## src/logic/huff_pkg.sv

```systemverilog
package huff_pkg;

  localparam int MAX_DEPTH = 32; // longest code the walker can produce

  typedef logic [6:0] node_idx_t; // tree memory address
  typedef logic [7:0] symbol_t;

  // one side of an internal node
  typedef struct packed {
    logic is_sum;    // child is another internal node
    logic is_empty;  // no child on this side
    logic [7:0] ref_val; // symbol value or node index, depending on is_sum
  } child_ref_t;

  typedef struct packed {
    child_ref_t left;
    child_ref_t right;
  } htree_node_t;

  typedef logic [31:0] code_t;    // bit k holds the k-th move, 1 means right
  typedef logic [5:0]  code_len_t; // 1 to 32 for a valid entry

  // one codebook line as it leaves the block
  typedef struct packed {
    symbol_t   sym;
    code_t     code;
    code_len_t len;
  } cb_entry_t;

  typedef enum logic [2:0] {
    IDLE,      // nothing started since reset
    FETCH,     // waiting for the tree memory read
    DESCEND,   // fresh descent, always takes the left branch
    EMIT,      // holding a leaf entry until the queue has room
    BACKTRACK, // trims the path to the next untried right branch
    RETRACK,   // re-walk from the root following the stored path
    DONE       // every leaf has been pushed
  } walk_state_t;

endpackage

```

## src/logic/code_sender.sv

```systemverilog
`timescale 1ns/1ns
module code_sender #(
  parameter int FIFO_DEPTH = 4,
  parameter int CREDITS    = 2
) (
  input  logic                clk,
  input  logic                rst,
  input  logic                push,
  input  huff_pkg::cb_entry_t entry,
  output logic                room,
  output logic                out_valid,
  output huff_pkg::cb_entry_t out_entry,
  input  logic                credit_return
);
  import huff_pkg::*;

  localparam int PTR_W = (FIFO_DEPTH > 1) ? $clog2(FIFO_DEPTH) : 1;
  localparam int CNT_W = $clog2(FIFO_DEPTH + 1);
  localparam int CRD_W = $clog2(CREDITS + 1);

  cb_entry_t        queue [FIFO_DEPTH];
  logic [PTR_W-1:0] wr_ptr;
  logic [PTR_W-1:0] rd_ptr;
  logic [CNT_W-1:0] count;      // entries waiting in the queue
  logic [CRD_W-1:0] credit_cnt; // slots the receiver still has free

  // wraps at FIFO_DEPTH so any depth works, not only powers of two
  function automatic logic [PTR_W-1:0] next_ptr(input logic [PTR_W-1:0] ptr);
    if (ptr == PTR_W'(FIFO_DEPTH - 1)) begin
      return '0;
    end
    return ptr + PTR_W'(1);
  endfunction

  assign room      = (count != CNT_W'(FIFO_DEPTH));
  assign out_valid = (count != '0) && (credit_cnt != '0); // one entry leaves per cycle
  assign out_entry = queue[rd_ptr];

  always_ff @(posedge clk) begin
    if (push) begin
      queue[wr_ptr] <= entry;
    end
  end

  always_ff @(posedge clk or posedge rst) begin
    if (rst) begin
      wr_ptr     <= '0;
      rd_ptr     <= '0;
      count      <= '0;
      credit_cnt <= CRD_W'(CREDITS); // receiver starts with all slots free
    end else begin
      if (push) begin
        wr_ptr <= next_ptr(wr_ptr);
      end
      if (out_valid) begin
        rd_ptr <= next_ptr(rd_ptr);
      end

      case ({push, out_valid})
        2'b10:   count <= count + CNT_W'(1);
        2'b01:   count <= count - CNT_W'(1);
        default: count <= count; // both or neither leave the fill level alone
      endcase

      case ({out_valid, credit_return})
        2'b10:   credit_cnt <= credit_cnt - CRD_W'(1);
        2'b01:   credit_cnt <= credit_cnt + CRD_W'(1);
        default: credit_cnt <= credit_cnt;
      endcase
    end
  end

  // the walker has to respect room, otherwise an entry is overwritten
  a_no_push_full: assert property (@(posedge clk) disable iff (rst)
    push |-> (count != CNT_W'(FIFO_DEPTH)));

  // more returns than sends means the receiver freed a slot twice
  a_credit_max: assert property (@(posedge clk) disable iff (rst)
    credit_cnt <= CRD_W'(CREDITS));

endmodule

```

## src/logic/codebook_walker.sv

```systemverilog
`timescale 1ns/1ns
module codebook_walker (
  input  logic                  clk,
  input  logic                  rst,
  input  logic                  start,
  input  huff_pkg::node_idx_t   root,
  output logic                  busy,
  output logic                  finished,
  output huff_pkg::node_idx_t   rd_addr,
  input  huff_pkg::htree_node_t rd_node,
  output logic                  push,
  output huff_pkg::cb_entry_t   entry,
  input  logic                  room
);
  import huff_pkg::*;

  walk_state_t state;
  node_idx_t   root_q;  // root of the tree being walked
  code_t       path;    // moves from the root, bit k is move k
  code_len_t   depth;   // number of valid moves in path
  code_len_t   step;    // moves taken so far on the current walk

  logic       cur_dir;   // branch taken at the node now on rd_node
  child_ref_t cur_child;
  code_len_t  last;      // position of the newest move in path
  code_len_t  step_inc;
  logic       at_node;   // a tree node is being evaluated this cycle
  logic       can_start;

  always_comb begin
    // during a re-walk the stored path picks the side, otherwise go left
    cur_dir    = (state == RETRACK) ? path[step[4:0]] : 1'b0;
    cur_child  = cur_dir ? rd_node.right : rd_node.left;
    last       = depth - code_len_t'(1);
    step_inc   = step + code_len_t'(1);
    at_node    = (state == DESCEND) || (state == RETRACK);
    can_start  = start && ((state == IDLE) || (state == DONE));
  end

  assign push     = (state == EMIT) && room; // the queue only accepts when not full
  assign finished = (state == DONE);
  assign busy     = (state != IDLE) && (state != DONE);

  always_ff @(posedge clk or posedge rst) begin
    if (rst) begin
      state   <= IDLE;
      path    <= '0;
      depth   <= '0;
      step    <= '0;
      root_q  <= '0;
      rd_addr <= '0;
    end else begin
      case (state)
        IDLE, DONE: begin
          if (can_start) begin
            state   <= FETCH;
            path    <= '0;
            depth   <= '0;
            step    <= '0;
            root_q  <= root;
            rd_addr <= root; // first read goes out the cycle after start
          end
        end

        FETCH: begin
          // still inside the known path means this is a re-walk
          state <= (step < depth) ? RETRACK : DESCEND;
        end

        DESCEND, RETRACK: begin
          step <= step_inc;
          if (state == DESCEND) begin
            depth <= step_inc; // the new left move is a 0 that is already in path
          end
          if (cur_child.is_empty) begin
            state <= BACKTRACK; // nothing to emit on this side
          end else if (cur_child.is_sum) begin
            rd_addr <= cur_child.ref_val[6:0];
            state   <= FETCH;
          end else begin
            state <= EMIT;
          end
        end

        EMIT: begin
          if (room) begin
            state <= BACKTRACK;
          end
        end

        BACKTRACK: begin
          // one move is examined per cycle, newest first
          if (depth == '0) begin
            state <= DONE; // every left move has been turned right
          end else if (path[last[4:0]]) begin
            path[last[4:0]] <= 1'b0; // drop a right move that is fully explored
            depth           <= last;
          end else begin
            path[last[4:0]] <= 1'b1; // try the right side of that node next
            step            <= '0;
            rd_addr         <= root_q;
            state           <= FETCH;
          end
        end

        default: begin
          state <= IDLE;
        end
      endcase
    end
  end

  // leaf entry is captured once and held while EMIT waits for room
  always_ff @(posedge clk) begin
    if (at_node && !cur_child.is_empty && !cur_child.is_sum) begin
      entry <= '{sym: cur_child.ref_val, code: path, len: step_inc};
    end
  end

  // a stalled entry must not move or change until the queue takes it
  a_emit_stall: assert property (@(posedge clk) disable iff (rst)
    (state == EMIT && !room) |=> (state == EMIT && $stable(entry)));

  // a tree deeper than the code word would corrupt the path register
  a_depth_max: assert property (@(posedge clk) disable iff (rst)
    depth <= MAX_DEPTH);

  // a finished walk stays finished until a new start makes it busy again
  a_finish_excl: assert property (@(posedge clk) disable iff (rst)
    finished |-> !busy ##1 (finished || busy));

endmodule

```

## src/logic/htree_ram.sv

```systemverilog
`timescale 1ns/1ns
module htree_ram (
  input  logic                  clk,
  input  logic                  rst,
  input  logic                  load_en,
  input  huff_pkg::node_idx_t   load_addr,
  input  huff_pkg::htree_node_t load_node,
  input  huff_pkg::node_idx_t   rd_addr,
  output huff_pkg::htree_node_t rd_node
);
  import huff_pkg::*;

  localparam int NODES = 2 ** $bits(node_idx_t); // one slot per possible node index

  htree_node_t mem [NODES];

  // tree image is written one node per cycle before the walk starts
  always_ff @(posedge clk) begin
    if (load_en) begin
      mem[load_addr] <= load_node;
    end
  end

  // registered read, so the node shows up one cycle after its address
  always_ff @(posedge clk or posedge rst) begin
    if (rst) begin
      rd_node <= '0;
    end else begin
      rd_node <= mem[rd_addr]; // a same-cycle write returns the old node
    end
  end

endmodule

```

## src/logic/huff_codebook_top.sv

```systemverilog
`timescale 1ns/1ns
module huff_codebook_top #(
  parameter int FIFO_DEPTH = 4,
  parameter int CREDITS    = 2
) (
  input  logic                  clk,
  input  logic                  rst,
  input  logic                  load_en,
  input  huff_pkg::node_idx_t   load_addr,
  input  huff_pkg::htree_node_t load_node,
  input  logic                  start,
  input  huff_pkg::node_idx_t   root,
  output logic                  busy,
  output logic                  finished,
  output logic                  out_valid,
  output huff_pkg::cb_entry_t   out_entry,
  input  logic                  credit_return
);
  import huff_pkg::*;

  node_idx_t   rd_addr;
  htree_node_t rd_node;
  logic        walk_push;
  cb_entry_t   walk_entry;
  logic        room;

  htree_ram u_ram (
    .clk       (clk),
    .rst       (rst),
    .load_en   (load_en),
    .load_addr (load_addr),
    .load_node (load_node),
    .rd_addr   (rd_addr),
    .rd_node   (rd_node)
  );

  codebook_walker u_walker (
    .clk      (clk),
    .rst      (rst),
    .start    (start),
    .root     (root),
    .busy     (busy),
    .finished (finished),
    .rd_addr  (rd_addr),
    .rd_node  (rd_node),
    .push     (walk_push),
    .entry    (walk_entry),
    .room     (room)
  );

  code_sender #(
    .FIFO_DEPTH (FIFO_DEPTH),
    .CREDITS    (CREDITS)
  ) u_sender (
    .clk           (clk),
    .rst           (rst),
    .push          (walk_push),
    .entry         (walk_entry),
    .room          (room),
    .out_valid     (out_valid),
    .out_entry     (out_entry),
    .credit_return (credit_return)
  );

  // tree memory must not change under a running walk
  a_load_idle: assert property (@(posedge clk) disable iff (rst)
    load_en |-> !busy);

  // finished only comes out of an exhausted backtrack, after the last push
  a_finish_src: assert property (@(posedge clk) disable iff (rst)
    $rose(finished) |-> ($past(u_walker.state) == BACKTRACK) && !walk_push);

endmodule

```

## config.mk

```make
export PLATFORM = sky130hd
export DESIGN_NAME = huff_codebook_top
export DESIGN_NICKNAME = d
export VERILOG_FILES = /design/src/logic/huff_pkg.sv /design/src/logic/code_sender.sv /design/src/logic/codebook_walker.sv /design/src/logic/htree_ram.sv /design/src/logic/huff_codebook_top.sv
export SDC_FILE = /design/constraint.sdc
export NUM_CORES = 2
export LEC_CHECK = 0
export BUFFER_PORTS_ARGS = -buffer_cell sky130_fd_sc_hd__buf_2
export CAP_MARGIN = 20
export CORE_AREA = 10 10 431 433
export CTS_CLUSTER_SIZE = 40
export DETAILED_ROUTE_END_ITERATION = 10
export DIE_AREA = 0 0 441 443
export GPL_TIMING_DRIVEN = 0
export HOLD_SLACK_MARGIN = 0.08
export PLACE_DENSITY = 0.81
export SLEW_MARGIN = 30
export SYNTH_ARGS = -nofsm -noshare
export SYNTH_HDL_FRONTEND = slang
export SYNTH_HIERARCHICAL = 1
export SYNTH_SLANG_ARGS = --single-unit
```

## constraint.sdc

```tcl
create_clock -name clk -period 6.2 [get_ports clk]
set_clock_uncertainty 0.1 [all_clocks]
set_input_delay 0.31 -clock clk [delete_from_list [all_inputs] [get_ports clk]]
set_output_delay 0.31 -clock clk [all_outputs]
set_load 0.01 [all_outputs]
```

## Yosys cells after proc, flatten, opt, wreduce, memory -nomap -nowiden

Memories as Yosys holds them, arrays and structs flattened. A register that Yosys moved wholly into a read port is not among the register bits.
Cells that the tools add are included.

| storage, ports and cells | value |
|---|---|
| flip-flop bits (word level) | 116 |
| memory bits (writable) | 2744 |
| bits of input ports | 39 |
| output and inout port bits | 49 |
| logic and storage cells | 129 |
| memories kept | 2 |

| operators by class | value |
|---|---|
| add/sub/neg operators | 8 |
| magnitude comparators | 4 |
| equal/unequal tests | 23 |
| muxes and demuxes | 48 |
| bitwise gates (word level) | 3 |
| reduce and logical (&&, ||, !) cells | 28 |

Memories:

| memory | words | width | read ports | clocked after Yosys merged registers in | wr ports | RTL line | RTL |
|---|---|---|---|---|---|---|---|
| u_ram.mem | 128 | 20 | 1 | 1 | 1 | htree_ram.sv:15 | `htree_node_t mem [NODES];` |
| u_sender.queue | 4 | 46 | 1 | 0 | 1 | code_sender.sv:21 | `cb_entry_t queue [FIFO_DEPTH];` |

Operators by type and width:

| operator | number |
|---|---|
| 32-bit two-way mux | 3 |
| 32-bit one-hot mux with 2 select lines | 1 |
| 6-bit two-way mux | 6 |
| 6-bit one-hot mux with 3 select lines | 2 |
| 7-bit two-way mux | 5 |
| 32-bit bitwise AND | 1 |
| 32-bit NOT | 1 |
| 32-bit bitwise OR | 1 |
| 7-bit one-hot mux with 3 select lines | 1 |
| 3-bit two-way mux | 6 |
| 3-bit one-hot mux with 5 select lines | 1 |
| 5-bit by 6-bit less-than comparator with 1-bit output, second input constant | 2 |
| 1-bit two-way mux | 12 |
| 1-bit binary-select mux with 5-bit select | 2 |
| 10-bit two-way mux | 1 |
| 2-bit two-way mux | 5 |
| 2-bit by 1-bit inequality test with 1-bit output, second input constant | 5 |
| 3-bit == test, second input constant | 3 |
| 3-bit nonzero test | 3 |
| 2-bit == test, second input constant | 4 |
| 2-bit nonzero test | 4 |
| 1-bit logical AND | 7 |
| 2-bit by 1-bit adder with 2-bit output, second input constant | 3 |
| 6-bit by 1-bit adder with 6-bit output, second input constant | 1 |
| 25 further kinds | 34 |

## Logic depth before layout (Yosys ltp)

| logic depth | value |
|---|---|
| depth after elaboration | 10 |
| gate-level depth with buffers | 13 |
| mapped depth without buffers | 10 |

## Hierarchy

The synthesis kept the hierarchy.

By module, submodules not included:

| module | instances | cells each | area an instance (µm²) | seq. area each (µm²) |
|---|---|---|---|---|
| htree_ram | 1 | 3813 | 98069.1 | 77374.2 |
| code_sender | 1 | 287 | 7169.4 | 5751.8 |
| codebook_walker | 1 | 510 | 5740.5 | 2907.8 |

## Least setup slack after synthesis

No wires, ideal clock.

| timing | value |
|---|---|
| path kind | register to register |
| from | register u_walker.step[2] |
| to | register, netlist name u_walker/entry[0] |
| library setup time | 0.449 ns |
| arrival time | 3.870 ns |
| data required time | 5.651 ns |
| path slack | 1.781 ns |
| stages on the path, launching flop included | 9 |
| path buffers | 2 |
| clock period less this slack | 4.419 ns |
| cell sequence | dfrtp_1 > buf_6 > mux4_2 > and3_1 > or4_4 > nand2_4 > buf_12 > a21oi_1 > nor2_1 |

| on the way | value |
|---|---|
| word-level cells in the longest chain between the ends | 7 |
| elaborated cells on any way between the ends | 8 |
| those cells by class | 4 x mux; 4 x reduce/logical |

Ends and longest elaborated chain:

| what | RTL line | RTL |
|---|---|---|
| from (decl) | codebook_walker.sv:21 | `code_len_t step;` |
| from (signal assigned) | codebook_walker.sv:71 | `step <= step_inc;` |
| 1-bit binary-select mux with 5-bit select (*) | codebook_walker.sv:32 | `cur_dir = (state == RETRACK) ? path[step[4:0]] : 1'b0;` |
| 1-bit two-way mux (implied by the code) (*) | codebook_walker.sv:32 |  |
| 1-bit two-way mux (*) | codebook_walker.sv:32 |  |
| 10-bit two-way mux (*) | codebook_walker.sv:33 | `cur_child = cur_dir ? rd_node.right : rd_node.left;` |
| 1-bit logical NOT | codebook_walker.sv:115 | `if (at_node && !cur_child.is_empty && !cur_child.is_sum) begin` |
| 1-bit logical AND | codebook_walker.sv:115 |  |
| 1-bit logical AND (*) | codebook_walker.sv:115 |  |

Every way passes the cells marked *; elsewhere a longest branch is shown, timed or not. The select of a mux whose other input is x is not followed.
A chain may end at the register's enable or synchronous reset.

## Final worst setup path

| timing | value |
|---|---|
| from | register u_walker.depth[0] |
| to | register u_walker.path[12] |

| on the way | value |
|---|---|
| word-level cells in the longest chain between the ends | 10 |
| elaborated cells on any way between the ends | 17 |
| those cells by class | 1 x add/sub; 2 x order compare; 1 x eq/ne; 7 x mux; 3 x bitwise; 3 x reduce/logical |

Ends and longest elaborated chain:

| what | RTL line | RTL |
|---|---|---|
| from (decl) | codebook_walker.sv:20 | `code_len_t depth;` |
| from (signal assigned) | codebook_walker.sv:73 | `depth <= step_inc;` |
| from (signal assigned) | codebook_walker.sv:97 | `depth <= last;` |
| 6-bit by 1-bit subtractor with 6-bit output | codebook_walker.sv:34 | `last = depth - code_len_t'(1);` |
| 5-bit by 6-bit less-than comparator with 1-bit output (implied by the code) / 5-bit by 1-bit >= comparator with 1-bit output (equally long branches) | codebook_walker.sv:96, codebook_walker.sv:99 |  |
| 1-bit logical AND (implied by the code) | codebook_walker.sv:96, codebook_walker.sv:99 |  |
| 1-bit two-way mux (implied by the code) | codebook_walker.sv:96, codebook_walker.sv:99 |  |
| 1-bit demux with 5-bit select | -- |  |
| 32-bit NOT (no source line) | -- |  |
| 32-bit bitwise AND (no source line) | -- |  |
| 32-bit two-way mux | codebook_walker.sv:95 | `end else if (path[last[4:0]]) begin` |
| 32-bit two-way mux | codebook_walker.sv:93 | `if (depth == '0) begin` |
| 32-bit one-hot mux with 2 select lines | codebook_walker.sv:53 | `case (state)` |
| to (signal assigned) | codebook_walker.sv:57 | `path <= '0;` |
| to (signal, indexed assignment) | codebook_walker.sv:96 | `path[last[4:0]] <= 1'b0;` |
| to (signal, indexed assignment) | codebook_walker.sv:99 | `path[last[4:0]] <= 1'b1;` |
| to (decl) | codebook_walker.sv:19 | `code_t path;` |

Several ways; a longest one is shown, not always the timed one. The select of a mux whose other input is x is not followed.

==> impl_metrics.env <==
export IMPL_status="finished, final reports clean"
export IMPL_max_freq_ghz=0.192
export IMPL_grt_pass1_wl_um=474000
export IMPL_grt_use_total=0.347
export IMPL_highest_layer="met5"
export IMPL_critPathKind="register to register"
export IMPL_fin_nets=5211
export IMPL_antenna_found_initial=42
export IMPL_async_reset_ff_frac=0.0313
export IMPL_dp_cells=7173
export IMPL_drv_slew=0
export IMPL_htree_levels=5
export IMPL_r2r_end="u_walker/path[12]"
export IMPL_synth_fp_nets=4668
export IMPL_min_period_over_period=0.838
export IMPL_cts_setup_buffers=0
export IMPL_dp_hpwl_um=186000
export IMPL_min_path_cells=3
export IMPL_dr_wl_met2_um=159000
export IMPL_num_rows=155
export IMPL_cts_buffers=291
export IMPL_clk_path_buf_depth=4
export IMPL_yosysSeqAreaShare=0.775
export IMPL_route_detailed_drc=0
export IMPL_ir_worst_vdd_mv=0.346
export IMPL_clk_insertion_delay_late_ps=970
export IMPL_yosysWarningCount=6
export IMPL_place_congestion=0.941
export IMPL_coreArea_um2=177000
export IMPL_min_from="load_addr[0]"
export IMPL_fin_util=0.722
export IMPL_r2r_slack_ps=1000
export IMPL_synth_area_um2=111000
export IMPL_drt_met1_wl_um=102000
export IMPL_cts_sinks=2880
export IMPL_clk_pin_slew_ps=70
export IMPL_hold_buffers=41
export IMPL_dpl_cell_area_um2=118000
export IMPL_initial_utilization=0.626
export IMPL_r2r_start="u_walker/depth[0]"
export IMPL_ys_flop_type="edfxtp_1"
export IMPL_postLayoutCellArea_um2=128000
export IMPL_crit_path_start_kind="register"
export IMPL_r2r_cells=13
export IMPL_max_cap_violations=0
export IMPL_power_leakage_nw=40.0
export IMPL_final_cells=7747
export IMPL_wl_um=337000
export IMPL_ioPinCount=88
export IMPL_rsz0062_at_grt="no"
export IMPL_die_height_um=443
export IMPL_power_density_nw_per_um2=458
export IMPL_wl_met3_um=47500
export IMPL_fin_crit_ps=5200
export IMPL_drive_gt1_frac=0.338
export IMPL_syn_instance_count=4610
export IMPL_ys_seq_elements=2880
export IMPL_worst_slew_pin_transition_ps=1140
export IMPL_cp_arrival_ps=5920
export IMPL_root_buffer="clkbuf_16"
export IMPL_vias=59130
export IMPL_die_area_um2=195000
export IMPL_p_total_mw=58.6
export IMPL_grt_max_degree=97
export IMPL_cts_tree="yes"
export IMPL_required_ps=6930
export IMPL_n_fill_cell=8777
export IMPL_syn2layout_area_growth_pct=15.3
export IMPL_port_buffers=83
export IMPL_relSlewSlack=0.241
export IMPL_vias_per_cell=7.63
export IMPL_crit_path_end_kind="register"
export IMPL_setup_tns_ps=0
export IMPL_finalSetupViolations=0
export IMPL_hold_violations=0
export IMPL_ant_nets=0
export IMPL_syn_area_per_cell_um2=24.1
export IMPL_critPathMaxFanout=10
export IMPL_min_to="u_ram/mem[83][8]"
export IMPL_ctsResizeCount=0
export IMPL_grt_overflow=0
export IMPL_synth_cell_types=73
export IMPL_grt_pass1_vias=58758
export IMPL_dr_pass1_iters=9
export IMPL_die_w_um=441
export IMPL_wl_per_cell_um=43.5
export IMPL_hp_class="input pin to register"
export IMPL_synth_edf_count=2790
export IMPL_initialDrtViolationCount=11959
-- cells in the mapped netlist, drive strengths merged, types with 3 or more instances --
library cell / number / area (um^2)
mux2i: 8 / 80.1
buf: 106 / 559
o311ai: 4 / 35.0
inv: 26 / 97.6
dfrtp: 89 / 2230
nand2b: 7 / 43.8
a21o: 6 / 45.0
a221o: 7 / 70.1
or3: 7 / 43.8
nand3: 22 / 110
mux4: 901 / 20300
xnor2: 6 / 52.6
nand2: 37 / 146
edfxtp: 2790 / 83800
o21ai: 86 / 434
clkbuf: 138 / 518
nor2: 151 / 567
a21oi: 43 / 219
a2bb2oi: 4 / 35.0
nor2b: 12 / 75.1
and2: 9 / 56.3
a21boi: 4 / 30.0
ha: 18 / 225
nor4: 3 / 18.8
or2: 3 / 18.8
nor3: 16 / 80.1
o21a: 4 / 30.0
o211ai: 5 / 37.5
nand4: 3 / 18.8
o22ai: 4 / 25.0
xor2: 6 / 60.1
and3: 10 / 62.6
mux2: 46 / 559
-- cell families (layout without fill, tap and decap cells) --
logic type	after synthesis	in the layout	synth area share
adder cells (fa/ha/maj)	19	19	0.00221
AND/OR/NAND/NOR	286	286	0.0117
other	0	29	0
multiplexers	955	955	0.189
buffers and inverters	270	1023	0.0106
AO/OA/AOI/OAI	188	188	0.0107
XOR/XNOR	12	12	0.00101
flip-flops	2880	2880	0.775
-- where the power goes --
part / total (mW) / internal [mW] / leakage, nW / switching (mW)
registers: 22.2 / 21.9 / 26.3 / 0.339
logic: 18.6 / 7.68 / 9.26 / 11.0
clock network: 17.7 / 10.1 / 4.52 / 7.57
total: 58.6 / 39.7 / 40.0 / 18.9
-- cells in the final DEF (no fill, tap or decap), drive strengths merged, types with 8 or more instances in the layout --
cell	count
a21oi	43
and2	9
and3	10
buf	307
bufinv	28
clkbuf	512
clkinv	100
dfrtp	89
diode	29
dlygate4sd3	41
edfxtp	2790
ha	18
inv	30
mux2	46
mux2i	8
mux4	901
nand2	37
nand3	22
nor2	151
nor2b	12
nor3	16
o21ai	86
-- critical path, cell delays in order, from the launching register on --
cell	delay (ps)
dfrtp_1	400
clkbuf_1	490
clkbuf_1	530
inv_1	300
ha_1	400
clkbuf_1	580
mux2i_1	380
mux2i_1	150
nor3_1	240
nor2_1	90
nand4b_1	340
buf_2	300
nand3_1	440
o21ai_1	340
-- registers in the layout, summed over array words and instances, names as in the netlist --
register,cells
u_walker/depth,6
u_sender/count,3
u_walker/root_q,7
u_walker/entry,46
u_sender/credit_cnt,2
u_walker/rd_addr,7
u_sender/queue,184
u_sender/rd_ptr,2
u_sender/wr_ptr,2
u_walker/step,6
u_ram/rd_node,20
u_walker/state,3
u_walker/path,32
u_ram/mem,2560
-- layer usage --
layer / vias up / GRT usage
met5: - / 0
met4: 18 / 0.217
met3: 1470 / 0.103
met2: 6437 / 0.534
met1: 30209 / 0.437
li1: 20996 / -
-- worst max-delay path by stage --
stage / from / endpoint / slack (ps)
floorplan: u_walker/step[2] / u_walker/entry[0] / 1780
global placement: u_walker/step[0] / u_walker/entry[13] / 450
detailed placement: u_walker/depth[0] / u_walker/path[4] / 1310
CTS: u_walker/depth[0] / u_walker/path[14] / 1170
global route: u_walker/depth[0] / u_walker/path[9] / 790
finish: u_walker/depth[0] / u_walker/path[12] / 1000
-- stage by stage --
step                hold WS (ps)  setup WS (ps)
floorplan                   37.2           1780
global placement             346            448
global route                 184            791
finish                       183           1000
detailed placement           248           1310
CTS                          107           1170
-- cell type report --
type | count | area, um^2 | share of cell area
diodes | 29 | 72.6 | 0.000567
multi-input cells | 1460 | 24700 | 0.193
well taps | 2355 | 2950 | 0.0230
repair buffers | 250 | 3660 | 0.0286
inverters | 26 | 100 | 0.000782
clock buffers | 366 | 7870 | 0.0615
plain buffers | 244 | 1130 | 0.00882
clock inverters | 137 | 1370 | 0.0107
flip-flops and latches | 2880 | 86000 | 0.673
Power figures use the tool's default switching activity.
